File: config.mk
export PLATFORM = sky130hd
export DESIGN_NAME = spi_top
export DESIGN_NICKNAME = d
export VERILOG_FILES = /design/src/design/spi_pkg.sv /design/src/design/spi_apb_regs.sv /design/src/design/spi_master_shift.sv /design/src/design/spi_sync_fifo.sv /design/src/design/spi_top.sv /design/src/design/spi_transfer_ctrl.sv
export SDC_FILE = /design/constraint.sdc
export NUM_CORES = 1
export LEC_CHECK = 0
export BUFFER_PORTS_ARGS = -buffer_cell sky130_fd_sc_hd__buf_2
export CAP_MARGIN = 20
export CORE_MARGIN = 5
export CORE_UTILIZATION = 60
export DETAILED_ROUTE_END_ITERATION = 8
export PLACE_DENSITY = 0.86
export SYNTH_ARGS = -nofsm -noshare
export SYNTH_HDL_FRONTEND = slang
export SYNTH_SLANG_ARGS = --single-unit
File: constraint.sdc
create_clock -name pclk -period 2.8 [get_ports pclk]
set_input_delay 0 -clock pclk [delete_from_list [all_inputs] [get_ports pclk]]
set_output_delay 0 -clock pclk [all_outputs]
set_load 0.005 [all_outputs]
File: src/design/spi_pkg.sv
// SPI master shared bus widths, register map and register bit positions
package spi_pkg;

	// ======================================================================
	// APB bus
	// ======================================================================
	localparam int APB_ADDR_W = 5;
	localparam int APB_DATA_W = 32;
	localparam int APB_STRB_W = APB_DATA_W / 8;

	// Register byte offsets
	localparam logic [APB_ADDR_W-1:0] ADDR_CTRL   = 5'h00;
	localparam logic [APB_ADDR_W-1:0] ADDR_BAUD   = 5'h04;
	localparam logic [APB_ADDR_W-1:0] ADDR_STATUS = 5'h08;
	localparam logic [APB_ADDR_W-1:0] ADDR_FLAGS  = 5'h0C;
	localparam logic [APB_ADDR_W-1:0] ADDR_TXDATA = 5'h10;
	localparam logic [APB_ADDR_W-1:0] ADDR_RXDATA = 5'h14;

	// ======================================================================
	// CTRL and BAUD fields
	// ======================================================================
	localparam int CTRL_EN_BIT   = 0;
	localparam int CTRL_CPOL_BIT = 1;
	localparam int CTRL_CPHA_BIT = 2;
	localparam int CTRL_CLR_BIT  = 3;
	localparam int CTRL_SS_LSB   = 4;

	localparam int NUM_SS = 4;
	localparam int SS_W   = $clog2(NUM_SS);
	localparam int BAUD_W = 8;

	// STATUS layout
	localparam int ST_TXCNT_LSB    = 0;
	localparam int ST_RXCNT_LSB    = 8;
	localparam int ST_TX_EMPTY_BIT = 16;
	localparam int ST_TX_FULL_BIT  = 17;
	localparam int ST_RX_EMPTY_BIT = 18;
	localparam int ST_RX_FULL_BIT  = 19;
	localparam int ST_BUSY_BIT     = 20;

	// Sticky FLAGS layout
	localparam int FL_TX_OVF_BIT = 0;
	localparam int FL_RX_OVF_BIT = 1;
	localparam int FL_RX_UNF_BIT = 2;

endpackage

File: src/design/spi_apb_regs.sv
// APB slave with register file, sticky flags and reset release synchronizer
`timescale 1ns/1ps

module spi_apb_regs #(
	parameter int DATA_W     = 8,
	parameter int FIFO_DEPTH = 16
) (
	input  logic                           pclk,
	input  logic                           preset_n,
	// APB slave
	input  logic                           psel,
	input  logic                           penable,
	input  logic                           pwrite,
	input  logic [spi_pkg::APB_ADDR_W-1:0] paddr,
	input  logic [spi_pkg::APB_DATA_W-1:0] pwdata,
	input  logic [spi_pkg::APB_STRB_W-1:0] pstrb,
	output logic [spi_pkg::APB_DATA_W-1:0] prdata,
	output logic                           pready,
	output logic                           pslverr,
	output logic                           rst_n_sync,
	// FIFO status
	input  logic [$clog2(FIFO_DEPTH):0]    tx_count,
	input  logic                           tx_empty,
	input  logic                           tx_full,
	input  logic [$clog2(FIFO_DEPTH):0]    rx_count,
	input  logic                           rx_empty,
	input  logic                           rx_full,
	input  logic [DATA_W-1:0]              rx_rdata,
	input  logic                           busy,
	input  logic                           rx_overflow_evt,
	// FIFO control
	output logic                           tx_push,
	output logic [DATA_W-1:0]              tx_wdata,
	output logic                           rx_pop,
	output logic                           soft_clear,
	// Transfer settings
	output logic                           spi_en,
	output logic                           cpol,
	output logic                           cpha,
	output logic [spi_pkg::BAUD_W-1:0]     baud,
	output logic [spi_pkg::SS_W-1:0]       ss_sel
);

	import spi_pkg::*;

	localparam int CNT_W = $clog2(FIFO_DEPTH) + 1;

	logic                  rst_meta;
	logic                  setup_ph;
	logic                  access_ph;
	logic                  addr_err;
	logic                  wr_en;
	logic                  ctrl_wr;
	logic                  baud_wr;
	logic                  tx_overflow;
	logic                  rx_overflow;
	logic                  rx_underflow;
	logic [APB_DATA_W-1:0] status_val;
	logic [APB_DATA_W-1:0] flags_val;
	logic [APB_DATA_W-1:0] rd_val;

	// ======================================================================
	// Reset release, two flops deep
	// ======================================================================
	always_ff @(posedge pclk or negedge preset_n)
	begin
		if (!preset_n)
		begin
			rst_meta   <= 1'b0;
			rst_n_sync <= 1'b0;
		end
		else
		begin
			rst_meta   <= 1'b1;
			rst_n_sync <= rst_meta;
		end
	end

	// ======================================================================
	// APB decode
	// ======================================================================
	assign setup_ph  = psel && !penable;
	assign access_ph = psel && penable;

	// Misaligned, partial strobe, out of range, or write to a read-only register
	assign addr_err = (|paddr[1:0]) || !(&pstrb) || (paddr > ADDR_RXDATA) ||
		(pwrite && ((paddr == ADDR_STATUS) || (paddr == ADDR_FLAGS) ||
		(paddr == ADDR_RXDATA)));

	assign wr_en   = access_ph && pwrite && !addr_err;
	assign ctrl_wr = wr_en && (paddr == ADDR_CTRL);
	assign baud_wr = wr_en && (paddr == ADDR_BAUD);

	assign tx_push    = wr_en && (paddr == ADDR_TXDATA);
	assign tx_wdata   = pwdata[DATA_W-1:0];
	assign soft_clear = ctrl_wr && pwdata[CTRL_CLR_BIT];
	assign rx_pop     = access_ph && !pwrite && !addr_err && (paddr == ADDR_RXDATA);
	assign pready     = 1'b1;

	// Control and baud registers, clear bit is self-clearing
	always_ff @(posedge pclk or negedge rst_n_sync)
	begin
		if (!rst_n_sync)
		begin
			spi_en <= 1'b0;
			cpol   <= 1'b0;
			cpha   <= 1'b0;
			ss_sel <= '0;
			baud   <= '0;
		end
		else
		begin
			if (ctrl_wr)
			begin
				spi_en <= pwdata[CTRL_EN_BIT];
				cpol   <= pwdata[CTRL_CPOL_BIT];
				cpha   <= pwdata[CTRL_CPHA_BIT];
				ss_sel <= pwdata[CTRL_SS_LSB +: SS_W];
			end
			if (baud_wr)
				baud <= pwdata[BAUD_W-1:0];
		end
	end

	// Sticky error flags
	always_ff @(posedge pclk or negedge rst_n_sync)
	begin
		if (!rst_n_sync)
		begin
			tx_overflow  <= 1'b0;
			rx_overflow  <= 1'b0;
			rx_underflow <= 1'b0;
		end
		else if (soft_clear)
		begin
			tx_overflow  <= 1'b0;
			rx_overflow  <= 1'b0;
			rx_underflow <= 1'b0;
		end
		else
		begin
			if (tx_push && tx_full)
				tx_overflow <= 1'b1;
			if (rx_overflow_evt)
				rx_overflow <= 1'b1;
			if (rx_pop && rx_empty)
				rx_underflow <= 1'b1;
		end
	end

	// ======================================================================
	// Read path
	// ======================================================================
	always_comb
	begin
		status_val = '0;
		status_val[ST_TXCNT_LSB +: CNT_W] = tx_count;
		status_val[ST_RXCNT_LSB +: CNT_W] = rx_count;
		status_val[ST_TX_EMPTY_BIT] = tx_empty;
		status_val[ST_TX_FULL_BIT]  = tx_full;
		status_val[ST_RX_EMPTY_BIT] = rx_empty;
		status_val[ST_RX_FULL_BIT]  = rx_full;
		status_val[ST_BUSY_BIT]     = busy;

		flags_val = '0;
		flags_val[FL_TX_OVF_BIT] = tx_overflow;
		flags_val[FL_RX_OVF_BIT] = rx_overflow;
		flags_val[FL_RX_UNF_BIT] = rx_underflow;

		rd_val = '0;
		case (paddr)
			ADDR_CTRL:
			begin
				rd_val[CTRL_EN_BIT]         = spi_en;
				rd_val[CTRL_CPOL_BIT]       = cpol;
				rd_val[CTRL_CPHA_BIT]       = cpha;
				rd_val[CTRL_SS_LSB +: SS_W] = ss_sel;
			end
			ADDR_BAUD:
				rd_val[BAUD_W-1:0] = baud;
			ADDR_STATUS:
				rd_val = status_val;
			ADDR_FLAGS:
				rd_val = flags_val;
			ADDR_RXDATA:
			begin
				// Empty FIFO reads as zero
				if (!rx_empty)
					rd_val[DATA_W-1:0] = rx_rdata;
			end
			default:
				rd_val = '0;
		endcase
	end

	// Response captured in setup so it is stable through the access phase
	always_ff @(posedge pclk or negedge rst_n_sync)
	begin
		if (!rst_n_sync)
		begin
			prdata  <= '0;
			pslverr <= 1'b0;
		end
		else
		begin
			pslverr <= setup_ph && addr_err;
			if (setup_ph)
				prdata <= (!pwrite && !addr_err) ? rd_val : '0;
		end
	end

endmodule

File: src/design/spi_master_shift.sv
// SPI master shifter with baud divider, SCLK generation and slave select drive
`timescale 1ns/1ps

module spi_master_shift #(
	parameter int DATA_W = 8,
	parameter int BAUD_W = spi_pkg::BAUD_W
) (
	input  logic                       pclk,
	input  logic                       rst_n,
	input  logic                       frame_start,
	input  logic [DATA_W-1:0]          frame_data,
	input  logic                       cpol,
	input  logic                       cpha,
	input  logic [BAUD_W-1:0]          baud,
	input  logic [spi_pkg::SS_W-1:0]   ss_sel,
	input  logic                       miso,
	output logic                       frame_done,
	output logic [DATA_W-1:0]          frame_rdata,
	output logic                       sclk,
	output logic                       mosi,
	output logic [spi_pkg::NUM_SS-1:0] ss_n
);

	import spi_pkg::*;

	localparam int EDGE_W = $clog2(2 * DATA_W + 1);
	localparam logic [EDGE_W-1:0] LAST_EDGE = EDGE_W'(2 * DATA_W);

	logic              active;
	logic              load;
	logic [BAUD_W-1:0] div_cnt;
	logic [EDGE_W-1:0] edge_cnt;
	logic              half_tick;
	logic              edge_tick;
	logic              end_tick;
	logic              launch;
	logic              sample;
	logic [NUM_SS-1:0] sel_dec;
	logic [DATA_W-1:0] tx_sh;
	logic [DATA_W-1:0] rx_sh;

	// ======================================================================
	// Baud divider and edge counter
	// ======================================================================
	assign load      = frame_start && !active;
	assign half_tick = active && (div_cnt == baud);
	assign edge_tick = half_tick && (edge_cnt != LAST_EDGE);

	// One extra half period after the last edge before deselect
	assign end_tick = half_tick && (edge_cnt == LAST_EDGE);

	// Even edges lead, odd edges trail
	assign launch = edge_tick && (edge_cnt[0] != cpha);
	assign sample = edge_tick && (edge_cnt[0] == cpha);

	always_ff @(posedge pclk or negedge rst_n)
	begin
		if (!rst_n)
		begin
			active   <= 1'b0;
			div_cnt  <= '0;
			edge_cnt <= '0;
		end
		else if (load)
		begin
			active   <= 1'b1;
			div_cnt  <= '0;
			edge_cnt <= '0;
		end
		else if (active)
		begin
			if (half_tick)
			begin
				div_cnt  <= '0;
				edge_cnt <= edge_cnt + 1'b1;
			end
			else
				div_cnt <= div_cnt + 1'b1;
			if (end_tick)
				active <= 1'b0;
		end
	end

	// Active-low select for the requested slave
	always_comb
	begin
		sel_dec = '1;
		sel_dec[ss_sel] = 1'b0;
	end

	// ======================================================================
	// SPI pins
	// ======================================================================
	always_ff @(posedge pclk or negedge rst_n)
	begin
		if (!rst_n)
		begin
			sclk       <= 1'b0;
			mosi       <= 1'b0;
			ss_n       <= '1;
			frame_done <= 1'b0;
		end
		else
		begin
			frame_done <= end_tick;

			if (!active)
				sclk <= cpol;
			else if (edge_tick)
				sclk <= ~sclk;

			// With cpha=0 the MSB must be on the line before the first edge
			if (load)
			begin
				ss_n <= sel_dec;
				mosi <= cpha ? 1'b0 : frame_data[DATA_W-1];
			end
			else if (end_tick)
			begin
				ss_n <= '1;
				mosi <= 1'b0;
			end
			else if (launch)
				mosi <= tx_sh[DATA_W-1];
		end
	end

	// Shift registers, MSB first
	always_ff @(posedge pclk)
	begin
		if (load)
			tx_sh <= cpha ? frame_data : {frame_data[DATA_W-2:0], 1'b0};
		else if (launch)
			tx_sh <= {tx_sh[DATA_W-2:0], 1'b0};

		if (sample)
			rx_sh <= {rx_sh[DATA_W-2:0], miso};
	end

	assign frame_rdata = rx_sh;

	assert property (@(posedge pclk) disable iff (!rst_n)
		$onehot0(~ss_n))
	else
		$error("more than one slave select low");

endmodule

File: src/design/spi_sync_fifo.sv
// Synchronous FIFO with wrap-bit pointers, fill count and full/empty flags
`timescale 1ns/1ps

module spi_sync_fifo #(
	parameter int DATA_W     = 8,
	parameter int FIFO_DEPTH = 16
) (
	input  logic                        pclk,
	input  logic                        rst_n,
	input  logic                        clear,
	input  logic                        push,
	input  logic [DATA_W-1:0]           wdata,
	input  logic                        pop,
	output logic [DATA_W-1:0]           rdata,
	output logic [$clog2(FIFO_DEPTH):0] count,
	output logic                        empty,
	output logic                        full
);

	localparam int PTR_W = $clog2(FIFO_DEPTH);

	// Extra MSB on each pointer tells a full FIFO from an empty one
	logic [PTR_W:0]    wr_ptr;
	logic [PTR_W:0]    rd_ptr;
	logic              wr_en;
	logic              rd_en;
	logic [DATA_W-1:0] mem [FIFO_DEPTH];

	assign wr_en = push && !full;
	assign rd_en = pop && !empty;

	always_ff @(posedge pclk or negedge rst_n)
	begin
		if (!rst_n)
		begin
			wr_ptr <= '0;
			rd_ptr <= '0;
		end
		else if (clear)
		begin
			wr_ptr <= '0;
			rd_ptr <= '0;
		end
		else
		begin
			if (wr_en)
				wr_ptr <= wr_ptr + 1'b1;
			if (rd_en)
				rd_ptr <= rd_ptr + 1'b1;
		end
	end

	always_ff @(posedge pclk)
	begin
		if (wr_en)
			mem[wr_ptr[PTR_W-1:0]] <= wdata;
	end

	// Head word straight from the read pointer
	assign rdata = mem[rd_ptr[PTR_W-1:0]];

	assign empty = (wr_ptr == rd_ptr);
	assign full  = (wr_ptr[PTR_W] != rd_ptr[PTR_W]) &&
		(wr_ptr[PTR_W-1:0] == rd_ptr[PTR_W-1:0]);
	assign count = wr_ptr - rd_ptr;

	// A rejected push must leave the stored words untouched
	assert property (@(posedge pclk) disable iff (!rst_n)
		(push && full && !clear) |=> (wr_ptr == $past(wr_ptr)))
	else
		$error("FIFO write pointer moved on a push while full");

endmodule

File: src/design/spi_top.sv
// SPI master top level joining the APB registers, FIFOs, sequencer and shifter
`timescale 1ns/1ps

module spi_top #(
	parameter int DATA_W     = 8,
	parameter int FIFO_DEPTH = 16
) (
	input  logic                           pclk,
	input  logic                           preset_n,
	// APB slave
	input  logic                           psel,
	input  logic                           penable,
	input  logic                           pwrite,
	input  logic [spi_pkg::APB_ADDR_W-1:0] paddr,
	input  logic [spi_pkg::APB_DATA_W-1:0] pwdata,
	input  logic [spi_pkg::APB_STRB_W-1:0] pstrb,
	output logic [spi_pkg::APB_DATA_W-1:0] prdata,
	output logic                           pready,
	output logic                           pslverr,
	// SPI master pins
	output logic                           sclk,
	output logic                           mosi,
	input  logic                           miso,
	output logic [spi_pkg::NUM_SS-1:0]     ss_n
);

	import spi_pkg::*;

	localparam int CNT_W = $clog2(FIFO_DEPTH) + 1;

	logic              rst_n_sync;
	logic              soft_clear;
	// TX FIFO
	logic              tx_push;
	logic              tx_pop;
	logic [DATA_W-1:0] tx_wdata;
	logic [DATA_W-1:0] tx_rdata;
	logic [CNT_W-1:0]  tx_count;
	logic              tx_empty;
	logic              tx_full;
	// RX FIFO
	logic              rx_push;
	logic              rx_pop;
	logic [DATA_W-1:0] rx_wdata;
	logic [DATA_W-1:0] rx_rdata;
	logic [CNT_W-1:0]  rx_count;
	logic              rx_empty;
	logic              rx_full;
	logic              rx_overflow_evt;
	// Settings and frame control
	logic              spi_en;
	logic              cpol;
	logic              cpha;
	logic [BAUD_W-1:0] baud;
	logic [SS_W-1:0]   ss_sel;
	logic              busy;
	logic              frame_start;
	logic              frame_done;
	logic [DATA_W-1:0] frame_data;
	logic [DATA_W-1:0] frame_rdata;

	spi_apb_regs #(
		.DATA_W(DATA_W),
		.FIFO_DEPTH(FIFO_DEPTH)
	) u_regs (
		.pclk(pclk),
		.preset_n(preset_n),
		.psel(psel),
		.penable(penable),
		.pwrite(pwrite),
		.paddr(paddr),
		.pwdata(pwdata),
		.pstrb(pstrb),
		.prdata(prdata),
		.pready(pready),
		.pslverr(pslverr),
		.rst_n_sync(rst_n_sync),
		.tx_count(tx_count),
		.tx_empty(tx_empty),
		.tx_full(tx_full),
		.rx_count(rx_count),
		.rx_empty(rx_empty),
		.rx_full(rx_full),
		.rx_rdata(rx_rdata),
		.busy(busy),
		.rx_overflow_evt(rx_overflow_evt),
		.tx_push(tx_push),
		.tx_wdata(tx_wdata),
		.rx_pop(rx_pop),
		.soft_clear(soft_clear),
		.spi_en(spi_en),
		.cpol(cpol),
		.cpha(cpha),
		.baud(baud),
		.ss_sel(ss_sel)
	);

	spi_sync_fifo #(
		.DATA_W(DATA_W),
		.FIFO_DEPTH(FIFO_DEPTH)
	) u_tx_fifo (
		.pclk(pclk),
		.rst_n(rst_n_sync),
		.clear(soft_clear),
		.push(tx_push),
		.wdata(tx_wdata),
		.pop(tx_pop),
		.rdata(tx_rdata),
		.count(tx_count),
		.empty(tx_empty),
		.full(tx_full)
	);

	spi_sync_fifo #(
		.DATA_W(DATA_W),
		.FIFO_DEPTH(FIFO_DEPTH)
	) u_rx_fifo (
		.pclk(pclk),
		.rst_n(rst_n_sync),
		.clear(soft_clear),
		.push(rx_push),
		.wdata(rx_wdata),
		.pop(rx_pop),
		.rdata(rx_rdata),
		.count(rx_count),
		.empty(rx_empty),
		.full(rx_full)
	);

	spi_transfer_ctrl #(
		.DATA_W(DATA_W)
	) u_ctrl (
		.pclk(pclk),
		.rst_n(rst_n_sync),
		.spi_en(spi_en),
		.tx_empty(tx_empty),
		.tx_rdata(tx_rdata),
		.frame_done(frame_done),
		.frame_rdata(frame_rdata),
		.rx_full(rx_full),
		.tx_pop(tx_pop),
		.frame_start(frame_start),
		.frame_data(frame_data),
		.rx_push(rx_push),
		.rx_wdata(rx_wdata),
		.busy(busy),
		.rx_overflow_evt(rx_overflow_evt)
	);

	spi_master_shift #(
		.DATA_W(DATA_W),
		.BAUD_W(BAUD_W)
	) u_shift (
		.pclk(pclk),
		.rst_n(rst_n_sync),
		.frame_start(frame_start),
		.frame_data(frame_data),
		.cpol(cpol),
		.cpha(cpha),
		.baud(baud),
		.ss_sel(ss_sel),
		.miso(miso),
		.frame_done(frame_done),
		.frame_rdata(frame_rdata),
		.sclk(sclk),
		.mosi(mosi),
		.ss_n(ss_n)
	);

endmodule

File: src/design/spi_transfer_ctrl.sv
// Transfer sequencer moving words from the TX FIFO through the shifter to the RX FIFO
`timescale 1ns/1ps

module spi_transfer_ctrl #(
	parameter int DATA_W = 8
) (
	input  logic              pclk,
	input  logic              rst_n,
	input  logic              spi_en,
	input  logic              tx_empty,
	input  logic [DATA_W-1:0] tx_rdata,
	input  logic              frame_done,
	input  logic [DATA_W-1:0] frame_rdata,
	input  logic              rx_full,
	output logic              tx_pop,
	output logic              frame_start,
	output logic [DATA_W-1:0] frame_data,
	output logic              rx_push,
	output logic [DATA_W-1:0] rx_wdata,
	output logic              busy,
	output logic              rx_overflow_evt
);

	typedef enum logic {
		IDLE,
		BUSY
	} state_t;

	state_t state;
	logic   start_ok;

	// ======================================================================
	// Frame launch
	// ======================================================================
	assign start_ok    = (state == IDLE) && spi_en && !tx_empty;
	assign tx_pop      = start_ok;
	assign frame_start = start_ok;

	// Shifter loads the head word in the start cycle
	assign frame_data = tx_rdata;

	always_ff @(posedge pclk or negedge rst_n)
	begin
		if (!rst_n)
			state <= IDLE;
		else
		begin
			case (state)
				IDLE:
				begin
					if (start_ok)
						state <= BUSY;
				end
				BUSY:
				begin
					if (frame_done)
						state <= IDLE;
				end
				default:
					state <= IDLE;
			endcase
		end
	end

	// ======================================================================
	// Result hand-off
	// ======================================================================
	always_ff @(posedge pclk or negedge rst_n)
	begin
		if (!rst_n)
			rx_push <= 1'b0;
		else
			rx_push <= frame_done;
	end

	always_ff @(posedge pclk)
	begin
		if (frame_done)
			rx_wdata <= frame_rdata;
	end

	// Result still in flight counts as busy
	assign busy = (state == BUSY) || rx_push;

	// Word is lost when the RX FIFO refuses it
	assign rx_overflow_evt = rx_push && rx_full;

	assert property (@(posedge pclk) disable iff (!rst_n)
		frame_start |-> (state == IDLE))
	else
		$error("frame_start issued outside IDLE");

	// Shifter only completes frames that were started here
	assert property (@(posedge pclk) disable iff (!rst_n)
		frame_done |-> (state == BUSY))
	else
		$error("frame_done seen with no frame in progress");

endmodule

==> impl_metrics.env <==
export IMPL_outcome="completed"
export IMPL_cts_buffer_depth=3
export IMPL_portBuffers=47
export IMPL_final_cell_count_no_fill=1427
export IMPL_via_per_inst=6.241
export IMPL_path_buf_inv=1
export IMPL_crit_fanout=8
export IMPL_crit_type="reg -> reg"
export IMPL_gp_congestion=0.8857
export IMPL_finalClockSkew_ns=0.01752
export IMPL_ant_nets=0
export IMPL_cts_tree="built"
export IMPL_rows=58
export IMPL_grtUsageMet3_pct=5.125
export IMPL_grtUsageMet1_pct=30.66
export IMPL_drv_slew=0
export IMPL_antenna_found_initial=1
export IMPL_vias=8906
export IMPL_multi_input_area_sq_um=4564
export IMPL_ys_top_cells_by_count="edfxtp_1 (280), dfrtp_1 (76), nand2_1 (74)"
export IMPL_crit_chain="inv_1 > ha_1 > and4_1 > a21boi_2 > nand2_1 > nor2_2"
export IMPL_yosysMostFrequentCell="edfxtp_1"
export IMPL_wl_per_cell_um=23.84
export IMPL_period_needed_ns=2.502
export IMPL_hold_class="in -> reg"
export IMPL_ys_types=66
export IMPL_regArea_sq_um=10420
export IMPL_grt_usage_pct=24.14
export IMPL_synth_top_area_share_pct=55.13
export IMPL_fmax_mhz=399.6
export IMPL_top_usage_layer="met2"
export IMPL_synthArstFlopShare_pct=22.22
export IMPL_power_mw=11.15
export IMPL_netlist_instances=955
export IMPL_crit_family="simple AND/OR/NAND/NOR gates"
export IMPL_cp_arrival_ns=2.65
export IMPL_rsz0062_at_grt="no"
export IMPL_layout_drive_gt1_share_pct=25.71
export IMPL_relSlewSlack_pct=53.65
export IMPL_critPathRequiredTime_ns=2.95
export IMPL_grt_max_degree=44
export IMPL_tightest_slew_ns=0.6906
export IMPL_synth_ff_type="edfxtp_1"
export IMPL_fill_cells=1529
export IMPL_synthesis_area_sq_um=15250
export IMPL_worst_path_largest_cell_delay_ns=0.53
export IMPL_dp_cells=1350
export IMPL_cts_resized=0
export IMPL_pre_cts_slack_ns=0.3505
export IMPL_slowest_stage="nor2_2"
export IMPL_cts_inserted_buffers=37
export IMPL_ioPinCount=87
export IMPL_synth_edff_count=280
export IMPL_fin_util_pct=69.73
export IMPL_yosys_top_cells_area="edfxtp_1 (55%), dfrtp_1 (12%), mux4_2 (9.7%), nand2_1 (1.8%), ha_1 (1.7%)"
export IMPL_area_growth_syn_to_layout_pct=14.81
export IMPL_synth_warning_count=0
export IMPL_fp_dieArea_sq_um=28710
export IMPL_drc=0
export IMPL_cp_start_kind="flop"
export IMPL_p_leak_nw=6.544
export IMPL_finalCritPeriodShare_pct=89.37
export IMPL_synth_seq_cells=360
export IMPL_cap_violations=0
export IMPL_grt_use_met2_pct=41.32
export IMPL_cts_num_sinks=360
export IMPL_avgSynthCellArea_sq_um=15.97
export IMPL_end_kind="flop"
export IMPL_drt_initial_drc_count=984
export IMPL_fin_ws_ns=0.2976
export IMPL_start_util_pct=60.74
export IMPL_die_h_um=169.4
export IMPL_yosysSeqAreaShare_pct=68.29
export IMPL_grt_pass1_wl_um=53190
export IMPL_yosysTopAreaCell="edfxtp_1"
export IMPL_holdWs_ns=0.04442
export IMPL_coreArea_sq_um=25110
export IMPL_first_global_vias=9324
export IMPL_overflow=0
export IMPL_h_tree_depth=2
export IMPL_insertedDiodeCount=0
export IMPL_drt_first_pass_iters=5
export IMPL_hold_viol_final=0
export IMPL_root_buffer="clkbuf_16"
export IMPL_totalWireLength_um=34020
export IMPL_dp_hpwl_um=21770
export IMPL_nets=1143
export IMPL_fp_dieW_um=169.4
export IMPL_clock_latency_ns=0.53
export IMPL_p_per_area_nw_per_um2=637.1
export IMPL_final_setup_viol_count=0
export IMPL_clkTransAtPathRegs_ns=0.06
export IMPL_peakVddDrop_mv=0.5480
-- logic make-up after synthesis --
kind of cell,after synthesis,synth area share (%)
XOR/XNOR,40,2.297
flip-flops,360,68.29
AO/OA/AOI/OAI,107,4.767
adder cells (fa/ha/maj),23,1.985
multiplexers,102,12.46
other,2,0.04924
AND/OR/NAND/NOR,241,7.572
buffers and inverters,80,2.576
-- per-stage QoR --
| step | cell area [sq um] | TNS [ns] |
|---|---|---|
| 2_1_floorplan | 15370 | -8.561 |
| 3_3_place_gp | 16190 | 0 |
| 3_5_place_dp | 16190 | 0 |
| 4_1_cts | 17510 | 0 |
| 5_1_grt | 17510 | 0 |
| 6_report | 17510 | 0 |
-- cell type report --
class                   count  share of cell area, %
multi-input cells         529                  26.07
well taps                 330                  2.358
inverters                  22                 0.4716
clock buffers              44                  5.495
flip-flops and latches    360                  59.52
clock inverters            19                  1.215
repair buffers            123                  4.874
-- final timing paths --
kind	start	end	slack, ns	cells past startpoint
worst max-delay path	u_rx_fifo.rd_ptr[2]	u_rx_fifo.mem[15][0]	0.30	6
worst min-delay path	penable	u_regs.tx_overflow	0.04	5
worst max register to register	u_rx_fifo.rd_ptr[2]	u_rx_fifo.mem[15][0]	0.30	6
worst min register to register	u_regs.rst_n_sync	u_shift.active	0.34	0
max in group asynchronous	u_regs.rst_n_sync	u_rx_fifo.wr_ptr[4]	1.69	1
min in group asynchronous	preset_n	u_regs.rst_meta	0.32	3
-- layer usage --
metal	up-vias	share of wire, %
li1	3885	-
met1	4481	37
met2	445	52
met3	93	7.7
met4	2	3.7
met5	-	0.038
-- layout by cell type (no fill, tap or decap), drive strengths merged, types with 20 or more instances in the layout --
cell type	synthesis	final
a21oi	20	20
mux2	28	28
edfxtp	280	280
buf	39	109
nor2	65	65
ha	21	21
nand2	74	74
dfrtp	76	76
xor2	25	25
inv	21	24
mux4	66	66
o21ai	22	22
clkbuf	19	44
-- sequential cells by signal, summed over array words and instances, names as in the netlist, 2 cells and up --
| signal | cells |
|---|---|
| u_shift.ss_n | 4 |
| u_rx_fifo.rd_ptr | 5 |
| u_rx_fifo.mem | 128 |
| u_shift.div_cnt | 8 |
| u_rx_fifo.wr_ptr | 5 |
| u_tx_fifo.wr_ptr | 5 |
| u_ctrl.rx_wdata | 8 |
| u_regs.baud | 8 |
| u_tx_fifo.mem | 128 |
| u_shift.edge_cnt | 5 |
| u_regs.ss_sel | 2 |
| u_shift.tx_sh | 8 |
| u_regs.prdata | 18 |
| u_shift.frame_rdata | 8 |
| u_tx_fifo.rd_ptr | 5 |
-- where the power goes --
| part | internal (mW) | total, mW | leakage, nW | switching (mW) |
|---|---|---|---|---|
| Combinational | 0.199 | 0.484 | 2.44 | 0.286 |
| Sequential | 5.78 | 5.85 | 3.53 | 0.0716 |
| Clock | 2.83 | 4.82 | 0.575 | 1.99 |
| Total | 8.81 | 11.2 | 6.54 | 2.35 |
-- worst min-delay path, stage by stage --
cell and delay, ns:
buf_2 0.11, nand2_1 0.11, nor4_1 0.10, a31oi_1 0.16, nor2_1 0.05
-- timing repair --
action | CTS | global route
hold endpoints to repair | 134 | 0
hold buffers | 14 | 0
setup buffers | 0 | 0
(Power assumes the default switching activity.)
